### src/common/core_id_pkg.sv
package core_id_pkg;

  parameter int XLEN = 32;

  // Major opcodes, instruction bits [6:2].
  typedef enum logic [4:0] {
    OP_LD    = 5'b00000,
    OP_IA    = 5'b00100,
    OP_AUIPC = 5'b00101,
    OP_SD    = 5'b01000,
    OP_RA    = 5'b01100,
    OP_LUI   = 5'b01101,
    OP_BR    = 5'b11000,
    OP_JR    = 5'b11001,
    OP_J     = 5'b11011
  } opcode_e;

  typedef enum logic [3:0] {
    ALU_NOP  = 4'd0,
    ALU_ADD  = 4'd1,
    ALU_SUB  = 4'd2,
    ALU_SLL  = 4'd3,
    ALU_SLT  = 4'd4,
    ALU_SLTU = 4'd5,
    ALU_XOR  = 4'd6,
    ALU_SRL  = 4'd7,
    ALU_SRA  = 4'd8,
    ALU_OR   = 4'd9,
    ALU_AND  = 4'd10
  } alu_op_e;

  typedef enum logic [3:0] {
    BR_FALSE = 4'd0,
    BR_TRUE  = 4'd1,
    BR_EQ    = 4'd2,
    BR_NE    = 4'd3,
    BR_LT    = 4'd4,
    BR_GE    = 4'd5,
    BR_LTU   = 4'd6,
    BR_GEU   = 4'd7
  } br_op_e;

  // Same values as the load/store funct3 field.
  typedef enum logic [2:0] {
    MEM_B  = 3'b000,
    MEM_H  = 3'b001,
    MEM_W  = 3'b010,
    MEM_BU = 3'b100,
    MEM_HU = 3'b101
  } mem_op_e;

  typedef enum logic [1:0] {
    SRC1_RS1 = 2'd0,
    SRC1_PC  = 2'd2
  } alu_src1_e;

  typedef enum logic [1:0] {
    SRC2_RS2 = 2'd0,
    SRC2_IMM = 2'd1
  } alu_src2_e;

  typedef enum logic [1:0] {
    WB_ALU    = 2'd0,
    WB_IMM    = 2'd1,
    WB_PC_ADD = 2'd3
  } wb_sel_e;

  typedef struct packed {
    alu_op_e   alu_op;
    br_op_e    br_op;
    mem_op_e   mem_op;
    logic      reg_write;
    logic      mem_write;
    logic      mem_read;
    logic      is_br;
    logic      rs1_valid;
    logic      rs2_valid;
    alu_src1_e alu_in1_sel;
    alu_src2_e alu_in2_sel;
    wb_sel_e   wb_sel;
  } id_ctrl_t;

  typedef struct packed {
    id_ctrl_t        ctrl;
    logic [XLEN-1:0] pc;
    logic [XLEN-1:0] imm;
    logic [XLEN-1:0] rs1_value;
    logic [XLEN-1:0] rs2_value;
    logic [4:0]      rd;
    logic [4:0]      rs1;
    logic [4:0]      rs2;
    logic            jump;
  } id_bundle_t;

  typedef struct packed {
    logic [4:0]      rd;
    logic [XLEN-1:0] data;
    logic            reg_write;
  } wb_req_t;

endpackage
### src/verilog/core_id.sv
`timescale 1ns/1ps

module core_id #(
  parameter int NUM_REGS = 32
) (
  input  logic                         clk,
  input  logic                         rest,
  input  logic                         fd_valid,
  input  logic [core_id_pkg::XLEN-1:0] fd_istr,
  input  logic [core_id_pkg::XLEN-1:0] fd_pc,
  input  logic                         fd_jump,
  output logic                         fd_ready,
  output logic                         de_valid,
  output core_id_pkg::id_bundle_t      de_out,
  input  logic                         de_ready,
  input  logic                         wb_valid,
  input  core_id_pkg::wb_req_t         wb,
  input  logic                         ex_flush_en,
  input  logic [4:0]                   em_rd,
  input  logic                         em_reg_write,
  input  logic                         em_mem_read
);

  core_id_pkg::id_ctrl_t        ctrl;
  logic [core_id_pkg::XLEN-1:0] imm;
  logic [core_id_pkg::XLEN-1:0] rs1_value;
  logic [core_id_pkg::XLEN-1:0] rs2_value;

  instr_decoder u_instr_decoder (
    .istr (fd_istr),
    .ctrl (ctrl)
  );

  imm_gen u_imm_gen (
    .istr (fd_istr),
    .imm  (imm)
  );

  reg_file #(
    .NUM_REGS (NUM_REGS)
  ) u_reg_file (
    .clk       (clk),
    .rest      (rest),
    .rs1       (fd_istr[19:15]),
    .rs2       (fd_istr[24:20]),
    .rs1_value (rs1_value),
    .rs2_value (rs2_value),
    .wb_valid  (wb_valid),
    .wb        (wb)
  );

  id_stage_reg u_id_stage_reg (
    .clk          (clk),
    .rest         (rest),
    .fd_valid     (fd_valid),
    .fd_pc        (fd_pc),
    .fd_jump      (fd_jump),
    .istr         (fd_istr),
    .ctrl         (ctrl),
    .imm          (imm),
    .rs1_value    (rs1_value),
    .rs2_value    (rs2_value),
    .de_ready     (de_ready),
    .ex_flush_en  (ex_flush_en),
    .em_rd        (em_rd),
    .em_reg_write (em_reg_write),
    .em_mem_read  (em_mem_read),
    .fd_ready     (fd_ready),
    .de_valid     (de_valid),
    .de_out       (de_out)
  );

endmodule

### src/verilog/id_stage_reg.sv
`timescale 1ns/1ps

module id_stage_reg (
  input  logic                         clk,
  input  logic                         rest,
  input  logic                         fd_valid,
  input  logic [core_id_pkg::XLEN-1:0] fd_pc,
  input  logic                         fd_jump,
  input  logic [core_id_pkg::XLEN-1:0] istr,
  input  core_id_pkg::id_ctrl_t        ctrl,
  input  logic [core_id_pkg::XLEN-1:0] imm,
  input  logic [core_id_pkg::XLEN-1:0] rs1_value,
  input  logic [core_id_pkg::XLEN-1:0] rs2_value,
  input  logic                         de_ready,
  input  logic                         ex_flush_en,
  input  logic [4:0]                   em_rd,
  input  logic                         em_reg_write,
  input  logic                         em_mem_read,
  output logic                         fd_ready,
  output logic                         de_valid,
  output core_id_pkg::id_bundle_t      de_out
);

  logic [4:0] rs1;
  logic [4:0] rs2;
  logic       de_load;
  logic       em_load;
  logic       hz_de;
  logic       hz_em;
  logic       hazard;
  logic       slot_free;
  logic       accept;

  assign rs1 = istr[19:15];
  assign rs2 = istr[24:20];

  // Loads still in flight that will write a register.
  assign de_load = de_valid && de_out.ctrl.reg_write && de_out.ctrl.mem_read;
  assign em_load = em_reg_write && em_mem_read;

  // Store data from the held load is forwarded later, so rs2 of a store is exempt.
  assign hz_de = de_load &&
                 ((ctrl.rs1_valid && (rs1 == de_out.rd)) ||
                  (ctrl.rs2_valid && !ctrl.mem_write && (rs2 == de_out.rd)));
  assign hz_em = em_load &&
                 ((ctrl.rs1_valid && (rs1 == em_rd)) ||
                  (ctrl.rs2_valid && (rs2 == em_rd)));
  assign hazard = hz_de || hz_em;

  assign slot_free = !de_valid || de_ready;
  assign fd_ready  = slot_free && !hazard && !ex_flush_en;
  assign accept    = fd_valid && fd_ready;

  always_ff @(posedge clk or negedge rest) begin
    if (!rest) begin
      de_valid <= 1'b0;
    end else if (ex_flush_en) begin
      de_valid <= 1'b0;
    end else if (slot_free) begin
      de_valid <= accept;
    end
  end

  // Payload only changes on acceptance.
  always_ff @(posedge clk) begin
    if (accept) begin
      de_out.ctrl      <= ctrl;
      de_out.pc        <= fd_pc;
      de_out.imm       <= imm;
      de_out.rs1_value <= rs1_value;
      de_out.rs2_value <= rs2_value;
      de_out.rd        <= istr[11:7];
      de_out.rs1       <= rs1;
      de_out.rs2       <= rs2;
      de_out.jump      <= fd_jump;
    end
  end

endmodule

### src/verilog/reg_file.sv
`timescale 1ns/1ps

module reg_file #(
  parameter int NUM_REGS = 32
) (
  input  logic                         clk,
  input  logic                         rest,
  input  logic [4:0]                   rs1,
  input  logic [4:0]                   rs2,
  output logic [core_id_pkg::XLEN-1:0] rs1_value,
  output logic [core_id_pkg::XLEN-1:0] rs2_value,
  input  logic                         wb_valid,
  input  core_id_pkg::wb_req_t         wb
);

  localparam int AW = $clog2(NUM_REGS);

  logic [core_id_pkg::XLEN-1:0] regs [NUM_REGS];
  logic                         wr_en;

  // Out of range reads give zero on a 16 entry file.
  function automatic logic [core_id_pkg::XLEN-1:0] read_reg(input logic [4:0] addr);
    if ((addr == 5'd0) || (int'(addr) >= NUM_REGS)) begin
      return '0;
    end
    return regs[addr[AW-1:0]];
  endfunction

  assign wr_en = wb_valid && wb.reg_write && (wb.rd != 5'd0) && (int'(wb.rd) < NUM_REGS);

  always_ff @(posedge clk or negedge rest) begin
    if (!rest) begin
      for (int i = 0; i < NUM_REGS; i++) begin
        regs[i] <= '0;
      end
    end else if (wr_en) begin
      regs[wb.rd[AW-1:0]] <= wb.data;
    end
  end

  // No write bypass, a new value shows up the cycle after.
  always_comb begin
    rs1_value = read_reg(rs1);
    rs2_value = read_reg(rs2);
  end

endmodule

### src/decode/imm_gen.sv
`timescale 1ns/1ps

module imm_gen (
  input  logic [core_id_pkg::XLEN-1:0] istr,
  output logic [core_id_pkg::XLEN-1:0] imm
);

  logic [core_id_pkg::XLEN-1:0] imm_i;
  logic [core_id_pkg::XLEN-1:0] imm_s;
  logic [core_id_pkg::XLEN-1:0] imm_b;
  logic [core_id_pkg::XLEN-1:0] imm_u;
  logic [core_id_pkg::XLEN-1:0] imm_j;

  assign imm_i = {{20{istr[31]}}, istr[31:20]};
  assign imm_s = {{20{istr[31]}}, istr[31:25], istr[11:7]};
  assign imm_b = {{19{istr[31]}}, istr[31], istr[7], istr[30:25], istr[11:8], 1'b0};
  assign imm_u = {istr[31:12], 12'd0};
  assign imm_j = {{11{istr[31]}}, istr[31], istr[19:12], istr[20], istr[30:21], 1'b0};

  // Format select by major opcode.
  always_comb begin
    imm = '0;
    if (istr[1:0] == 2'b11) begin
      case (istr[6:2])
        core_id_pkg::OP_IA,
        core_id_pkg::OP_LD,
        core_id_pkg::OP_JR:    imm = imm_i;
        core_id_pkg::OP_SD:    imm = imm_s;
        core_id_pkg::OP_BR:    imm = imm_b;
        core_id_pkg::OP_J:     imm = imm_j;
        core_id_pkg::OP_LUI,
        core_id_pkg::OP_AUIPC: imm = imm_u;
        default:               imm = '0;
      endcase
    end
  end

endmodule

### src/decode/instr_decoder.sv
`timescale 1ns/1ps

module instr_decoder (
  input  logic [core_id_pkg::XLEN-1:0] istr,
  output core_id_pkg::id_ctrl_t        ctrl
);

  logic [4:0] opcode;
  logic [2:0] funct3;
  logic [6:0] funct7;
  logic [4:0] rd;
  logic       alt_sub;
  logic       legal;
  core_id_pkg::alu_op_e arith_op;
  core_id_pkg::br_op_e  cond_op;

  assign opcode  = istr[6:2];
  assign funct3  = istr[14:12];
  assign funct7  = istr[31:25];
  assign rd      = istr[11:7];
  // Immediate ALU has no SUB, bit 30 is part of the immediate there.
  assign alt_sub = (opcode == core_id_pkg::OP_RA) && funct7[5];

  // ALU op shared by register and immediate arithmetic.
  always_comb begin
    case (funct3)
      3'b000:  arith_op = alt_sub ? core_id_pkg::ALU_SUB : core_id_pkg::ALU_ADD;
      3'b001:  arith_op = core_id_pkg::ALU_SLL;
      3'b010:  arith_op = core_id_pkg::ALU_SLT;
      3'b011:  arith_op = core_id_pkg::ALU_SLTU;
      3'b100:  arith_op = core_id_pkg::ALU_XOR;
      3'b101:  arith_op = funct7[5] ? core_id_pkg::ALU_SRA : core_id_pkg::ALU_SRL;
      3'b110:  arith_op = core_id_pkg::ALU_OR;
      default: arith_op = core_id_pkg::ALU_AND;
    endcase
  end

  // Branch compare from funct3.
  always_comb begin
    case (funct3)
      3'b000:  cond_op = core_id_pkg::BR_EQ;
      3'b001:  cond_op = core_id_pkg::BR_NE;
      3'b100:  cond_op = core_id_pkg::BR_LT;
      3'b101:  cond_op = core_id_pkg::BR_GE;
      3'b110:  cond_op = core_id_pkg::BR_LTU;
      3'b111:  cond_op = core_id_pkg::BR_GEU;
      default: cond_op = core_id_pkg::BR_FALSE;
    endcase
  end

  always_comb begin
    ctrl  = '0;
    legal = 1'b0;
    if (istr[1:0] == 2'b11) begin
      case (opcode)
        core_id_pkg::OP_RA: begin
          legal = (funct7 == 7'h00) ||
                  ((funct7 == 7'h20) && ((funct3 == 3'b000) || (funct3 == 3'b101)));
          ctrl.alu_op    = arith_op;
          ctrl.rs1_valid = 1'b1;
          ctrl.rs2_valid = 1'b1;
          ctrl.reg_write = 1'b1;
        end
        core_id_pkg::OP_IA: begin
          if (funct3 == 3'b001) begin
            legal = (funct7 == 7'h00);
          end else if (funct3 == 3'b101) begin
            legal = (funct7 == 7'h00) || (funct7 == 7'h20);
          end else begin
            legal = 1'b1;
          end
          ctrl.alu_op      = arith_op;
          ctrl.alu_in2_sel = core_id_pkg::SRC2_IMM;
          ctrl.rs1_valid   = 1'b1;
          ctrl.reg_write   = 1'b1;
        end
        core_id_pkg::OP_LD: begin
          legal = (funct3 != 3'b011) && (funct3 != 3'b110) && (funct3 != 3'b111);
          ctrl.alu_op      = core_id_pkg::ALU_ADD;
          ctrl.alu_in2_sel = core_id_pkg::SRC2_IMM;
          ctrl.mem_op      = core_id_pkg::mem_op_e'(funct3);
          ctrl.mem_read    = 1'b1;
          ctrl.rs1_valid   = 1'b1;
          ctrl.reg_write   = 1'b1;
        end
        core_id_pkg::OP_SD: begin
          legal = (funct3 < 3'b011);
          ctrl.alu_op      = core_id_pkg::ALU_ADD;
          ctrl.alu_in2_sel = core_id_pkg::SRC2_IMM;
          ctrl.mem_op      = core_id_pkg::mem_op_e'(funct3);
          ctrl.mem_write   = 1'b1;
          ctrl.rs1_valid   = 1'b1;
          ctrl.rs2_valid   = 1'b1;
        end
        core_id_pkg::OP_BR: begin
          legal = (cond_op != core_id_pkg::BR_FALSE);
          ctrl.alu_op      = core_id_pkg::ALU_ADD;
          ctrl.br_op       = cond_op;
          ctrl.is_br       = 1'b1;
          ctrl.alu_in1_sel = core_id_pkg::SRC1_PC;
          ctrl.alu_in2_sel = core_id_pkg::SRC2_IMM;
          ctrl.wb_sel      = core_id_pkg::WB_PC_ADD;
          ctrl.rs1_valid   = 1'b1;
          ctrl.rs2_valid   = 1'b1;
        end
        core_id_pkg::OP_JR: begin
          legal = (funct3 == 3'b000);
          ctrl.alu_op      = core_id_pkg::ALU_ADD;
          ctrl.br_op       = core_id_pkg::BR_TRUE;
          ctrl.is_br       = 1'b1;
          ctrl.alu_in2_sel = core_id_pkg::SRC2_IMM;
          ctrl.wb_sel      = core_id_pkg::WB_PC_ADD;
          ctrl.rs1_valid   = 1'b1;
          ctrl.reg_write   = 1'b1;
        end
        core_id_pkg::OP_J: begin
          legal = 1'b1;
          ctrl.alu_op      = core_id_pkg::ALU_ADD;
          ctrl.br_op       = core_id_pkg::BR_TRUE;
          ctrl.is_br       = 1'b1;
          ctrl.alu_in1_sel = core_id_pkg::SRC1_PC;
          ctrl.alu_in2_sel = core_id_pkg::SRC2_IMM;
          ctrl.wb_sel      = core_id_pkg::WB_PC_ADD;
          ctrl.reg_write   = 1'b1;
        end
        core_id_pkg::OP_LUI: begin
          legal = 1'b1;
          ctrl.alu_in1_sel = core_id_pkg::SRC1_PC;
          ctrl.alu_in2_sel = core_id_pkg::SRC2_IMM;
          ctrl.wb_sel      = core_id_pkg::WB_IMM;
          ctrl.reg_write   = 1'b1;
        end
        core_id_pkg::OP_AUIPC: begin
          legal = 1'b1;
          ctrl.alu_op      = core_id_pkg::ALU_ADD;
          ctrl.alu_in1_sel = core_id_pkg::SRC1_PC;
          ctrl.alu_in2_sel = core_id_pkg::SRC2_IMM;
          ctrl.reg_write   = 1'b1;
        end
        default: begin
          legal = 1'b0;
        end
      endcase
    end
    // Writes to x0 are dropped here so hazards never see them.
    ctrl.reg_write = ctrl.reg_write && (rd != 5'd0);
    // Anything not recognized becomes a bubble.
    if (!legal) begin
      ctrl = '0;
    end
  end

endmodule

### config.mk
export PLATFORM = sky130hd
export DESIGN_NAME = core_id
export DESIGN_NICKNAME = d
export VERILOG_FILES = /design/src/common/core_id_pkg.sv /design/src/verilog/core_id.sv /design/src/verilog/id_stage_reg.sv /design/src/verilog/reg_file.sv /design/src/decode/imm_gen.sv /design/src/decode/instr_decoder.sv
export SDC_FILE = /design/constraint.sdc
export NUM_CORES = 2
export LEC_CHECK = 0
export ABC_AREA = 1
export BUFFER_PORTS_ARGS = -buffer_cell sky130_fd_sc_hd__buf_2
export CAP_MARGIN = 20
export CORE_ASPECT_RATIO = 1.2
export CORE_MARGIN = 10
export CORE_UTILIZATION = 51
export DETAILED_ROUTE_END_ITERATION = 10
export PLACE_DENSITY = 0.74
export RECOVER_POWER = 50
export SYNTH_ARGS = -nofsm -noshare
export SYNTH_HDL_FRONTEND = slang
export SYNTH_SLANG_ARGS = --single-unit
### constraint.sdc
create_clock -name clk -period 6.01 [get_ports clk]
set_clock_uncertainty 0.15 [all_clocks]
set_input_delay 1.202 -clock clk [delete_from_list [all_inputs] [get_ports clk]]
set_output_delay 1.202 -clock clk [all_outputs]
set_load 0.03 [all_outputs]
==> results.md <==
* Drt pass-1 iters at 7
* Vias in the first global route at 55000
* Total CTS buffers at 131
* Register-to-register setup slack at 2.95 ns
* Synth Area in Adders at 0%
* Fin crit share at between 80% and 90%
* H-tree level count at 4
* Pins Over Slew Limit at ~420
* Initial Utilization at approximately 51%
* Routed via count at 59200
* Clk slew on worst S/H paths at about 0.06 ns
* Total track usage at about a third
* Wire per inst at 25.0 um
* Worst R2R Start: u_id_stage_reg.de_out[14]
* Worst setup EP type: flip-flop
* Status: finished, violations left
* Slowest CP cell: clkbuf_1
* CP bufs+invs at 3
* Worst Setup EP: u_reg_file.regs[539]
* RSZ-0062 raised after global routing: no
* EDFF count, synth at about 160
* Worst vdd ir at approximately 280 uV
* Clk Tree Root Cell: clkbuf_16
* Largest family of logic cells by synthesized area: compound AO/OA/AOI/OAI gates
* Critical Path Stages at 8
* Final ANT Viol Nets at 0
* WS Path Type: in -> reg
* Lkg Pwr at 28.8 nW
* Slew @ Worst Pin at between 3 and 4 ns
* Crit Path Max Fanout at 34
* HPWL Detailed at roughly 130000 um
* HP Start: u_reg_file.regs[1014]
* Simple-gate area share of the yosys netlist at about 15%
* GRT Residual Overflow at 0
* Syn-to-layout area delta at 9.31%
* Seq. cell area at slightly above 30000 um2
* Nets at approximately 7800
* Clock buffer depth at 3
* Failing checks: max-capacitance violations, max-slew violations
* Detailed router's first-iteration violation count at 8852
* Horiz. Die Dim at 336 um
* Fraction of layout cells with a size suffix above 1 at ~6.5%
* Vias per cell at between 6 and 7
* Critical path's largest stage delay at ~1.8 ns
* Syn Area/Cell at between 7 and 8 um2
* Clk_lat worst skew at between 0.7 and 0.8 ns
* Fillers at between 10000 and 15000
* Setup bufs post-CTS at 0
* Final Hold Fails at 0
* Reg-to-Reg End: u_id_stage_reg.de_out[30]
* Area after DPL at 62900 um2
* I/O Buffers at between 200 and 300
* Synth async-reset ratio at between 80 and 90%
* Core area at ~120000 um2
* Post-Synth XOR/XNOR Area at 0.215%
* CTS tree: done
* Setup violators final at 0
* Critical path arrival at between 5 and 6 ns
* FF-to-FF path depth at 9
* # DRC at 0
* # IOs at roughly 290
* Synthesized flop and latch total at around 1200
* Distinct cells, synth at 44
* Post_cts resized at 0
* Drt total wl at roughly 230000 um
* Fmax at roughly 0.20 GHz
* Worst path required time at 6.40 ns
* Total power at about 0.022 W
* RD Place Congestion at between 0.9 and 1
* Cells along the critical path: clkbuf_1 -> nor3_1 -> nand2_1 -> nand3_1 -> inv_1 -> nand3_1 -> clkbuf_1 -> o21ai_0
* Synth warnings at 0
* # Max-Cap Violations at 16
* Pwr dens at about 330 nW/um2
* Synth Area in Compound Gates at a little over a quarter
* Die Ht at roughly 400 um
* Cts hold-fix bufs at 0
* Cells after synthesis at between 7000 and 8000
* Mux contribution to synthesized area at 0%
* Die area at about 130000 um2
* Main synth FF type: dfrtp_1
* Row count at between 100 and 150
* First-pass GRT wire length at between 300000 and 400000 um
* Startpoint types: primary input
* Min-Delay Path Class: reg -> reg
* Initial antenna violation count at 29
* Sink Count at 1189
* Post-Layout Inst Area at about 67000 um2
* Seq/Total Area, Yosys at roughly half
* TNS Setup at 0 ns
* Largest net degree at the start of global routing at between 200 and 250
* Tmin final at between 5 and 6 ns
* Slew headroom at -111%
* Multi-input gate area at 25600 um2
* Cell family with most CP delay: buffers and inverters
* Mapped Area at approximately 60000 um2
* Setup crit start: wb[35]
## synth_stat cells, types with 23 or more instances
library cell / n / area (um2)
nand3_1: 319 / 1600
o21ai_0: 1777 / 8890
buf_2: 108 / 541
a21oi_1: 880 / 4400
clkbuf_1: 572 / 2150
o211ai_1: 145 / 1090
o22ai_1: 110 / 688
inv_1: 523 / 1960
nand2_1: 1281 / 4810
edfxtp_1: 164 / 4920
a31oi_1: 48 / 300
nor2_1: 649 / 2440
buf_1: 59 / 221
dfrtp_1: 1025 / 25600
nand4_1: 23 / 144
## report_power, final
part / switching [W] / internal [W] / total (W) / leakage (nW)
clock network: 0.00336 / 0.00450 / 0.00786 / 1.96
registers: 0.000730 / 0.00939 / 0.0101 / 14.2
logic: 0.00249 / 0.00121 / 0.00370 / 12.6
total: 0.00658 / 0.0151 / 0.0217 / 28.8
## how the worst min path moves through the flow
stage,endpoint,slack (ns),depth (start not counted)
6_report,u_reg_file.regs[1014],0.24,0
5_1_grt,u_reg_file.regs[1004],0.25,0
4_1_cts,u_reg_file.regs[1004],0.24,0
3_5_place_dp,u_reg_file.regs[1004],0.23,0
3_3_place_gp,u_reg_file.regs[1008],0.23,0
2_1_floorplan,u_reg_file.regs[1023],0.29,1
## registers in the layout, indices dropped and copies added, names as in the netlist
register and count:
u_reg_file.regs 1024, u_id_stage_reg.de_valid 1, u_id_stage_reg.de_out 164
## per-layer routing
layer  wire, um  track usage [%]  up-vias
li1           -                -    26100
met1      85400             43.7    27900
met2     101000             50.2     4318
met3      30700             8.57      875
met4      15600             21.2       12
met5         82                0        -
## logic make-up (layout without fill, tap and decap cells)
logic type                count (synthesis)  after routing
buffers and inverters                  1278           1156
xor gates and xnor gates                 15             15
other                                     1             17
AOI/OAI and AO/OA                      3039           3039
DFF                                    1189           1189
and+or+nand+nor                        2327           2327
## layout by cell type (no fill, tap or decap), types with 10 or more instances in the layout
cell type / synthesis / routed
inv_1: 523 / 519
a41oi_1: 11 / 11
nand2_1: 1281 / 1276
buf_2: 108 / 189
o21ai_0: 1777 / 1777
diode_2: 0 / 14
edfxtp_1: 164 / 164
buf_4: 3 / 72
o211ai_1: 145 / 145
clkinv_2: 0 / 11
nand4_1: 23 / 23
xnor2_1: 10 / 10
nor2_1: 649 / 654
a31oi_1: 48 / 48
o211a_1: 17 / 17
dfrtp_1: 1025 / 1025
nor2_4: 1 / 15
clkbuf_1: 572 / 149
nor3_1: 22 / 22
o22ai_1: 110 / 110
clkbuf_16: 0 / 135
a21oi_1: 880 / 880
buf_12: 0 / 28
nand3_1: 319 / 321
clkinv_1: 8 / 14
## layout make-up
| type | count | share of cell area, % |
|---|---|---|
| diodes | 14 | 0.0525 |
| flip-flops and latches | 1189 | 45.8 |
| clock buffers | 196 | 5.54 |
| repair buffers | 393 | 3.73 |
| multi-input cells | 5384 | 38.4 |
| inverters | 536 | 3.05 |
| clock inverters | 31 | 0.508 |
| well taps | 1551 | 2.91 |
## stage by stage
| step | util, % | instances | hold slack (ns) | worst slack, ns |
|---|---|---|---|---|
| after floorplan | - | 7851 | 0.290 | 0.699 |
| final | 55.9 | 9294 | 0.240 | 0.883 |
| after global routing | 55.9 | 9290 | 0.249 | 0.777 |
| after CTS | 56.1 | 9279 | 0.242 | 1.49 |
| after detailed placement | 52.7 | 9052 | 0.228 | 1.38 |
| after global placement | 52.7 | 9051 | 0.227 | 1.43 |
No activity file was read; power rests on OpenSTA's default activity.
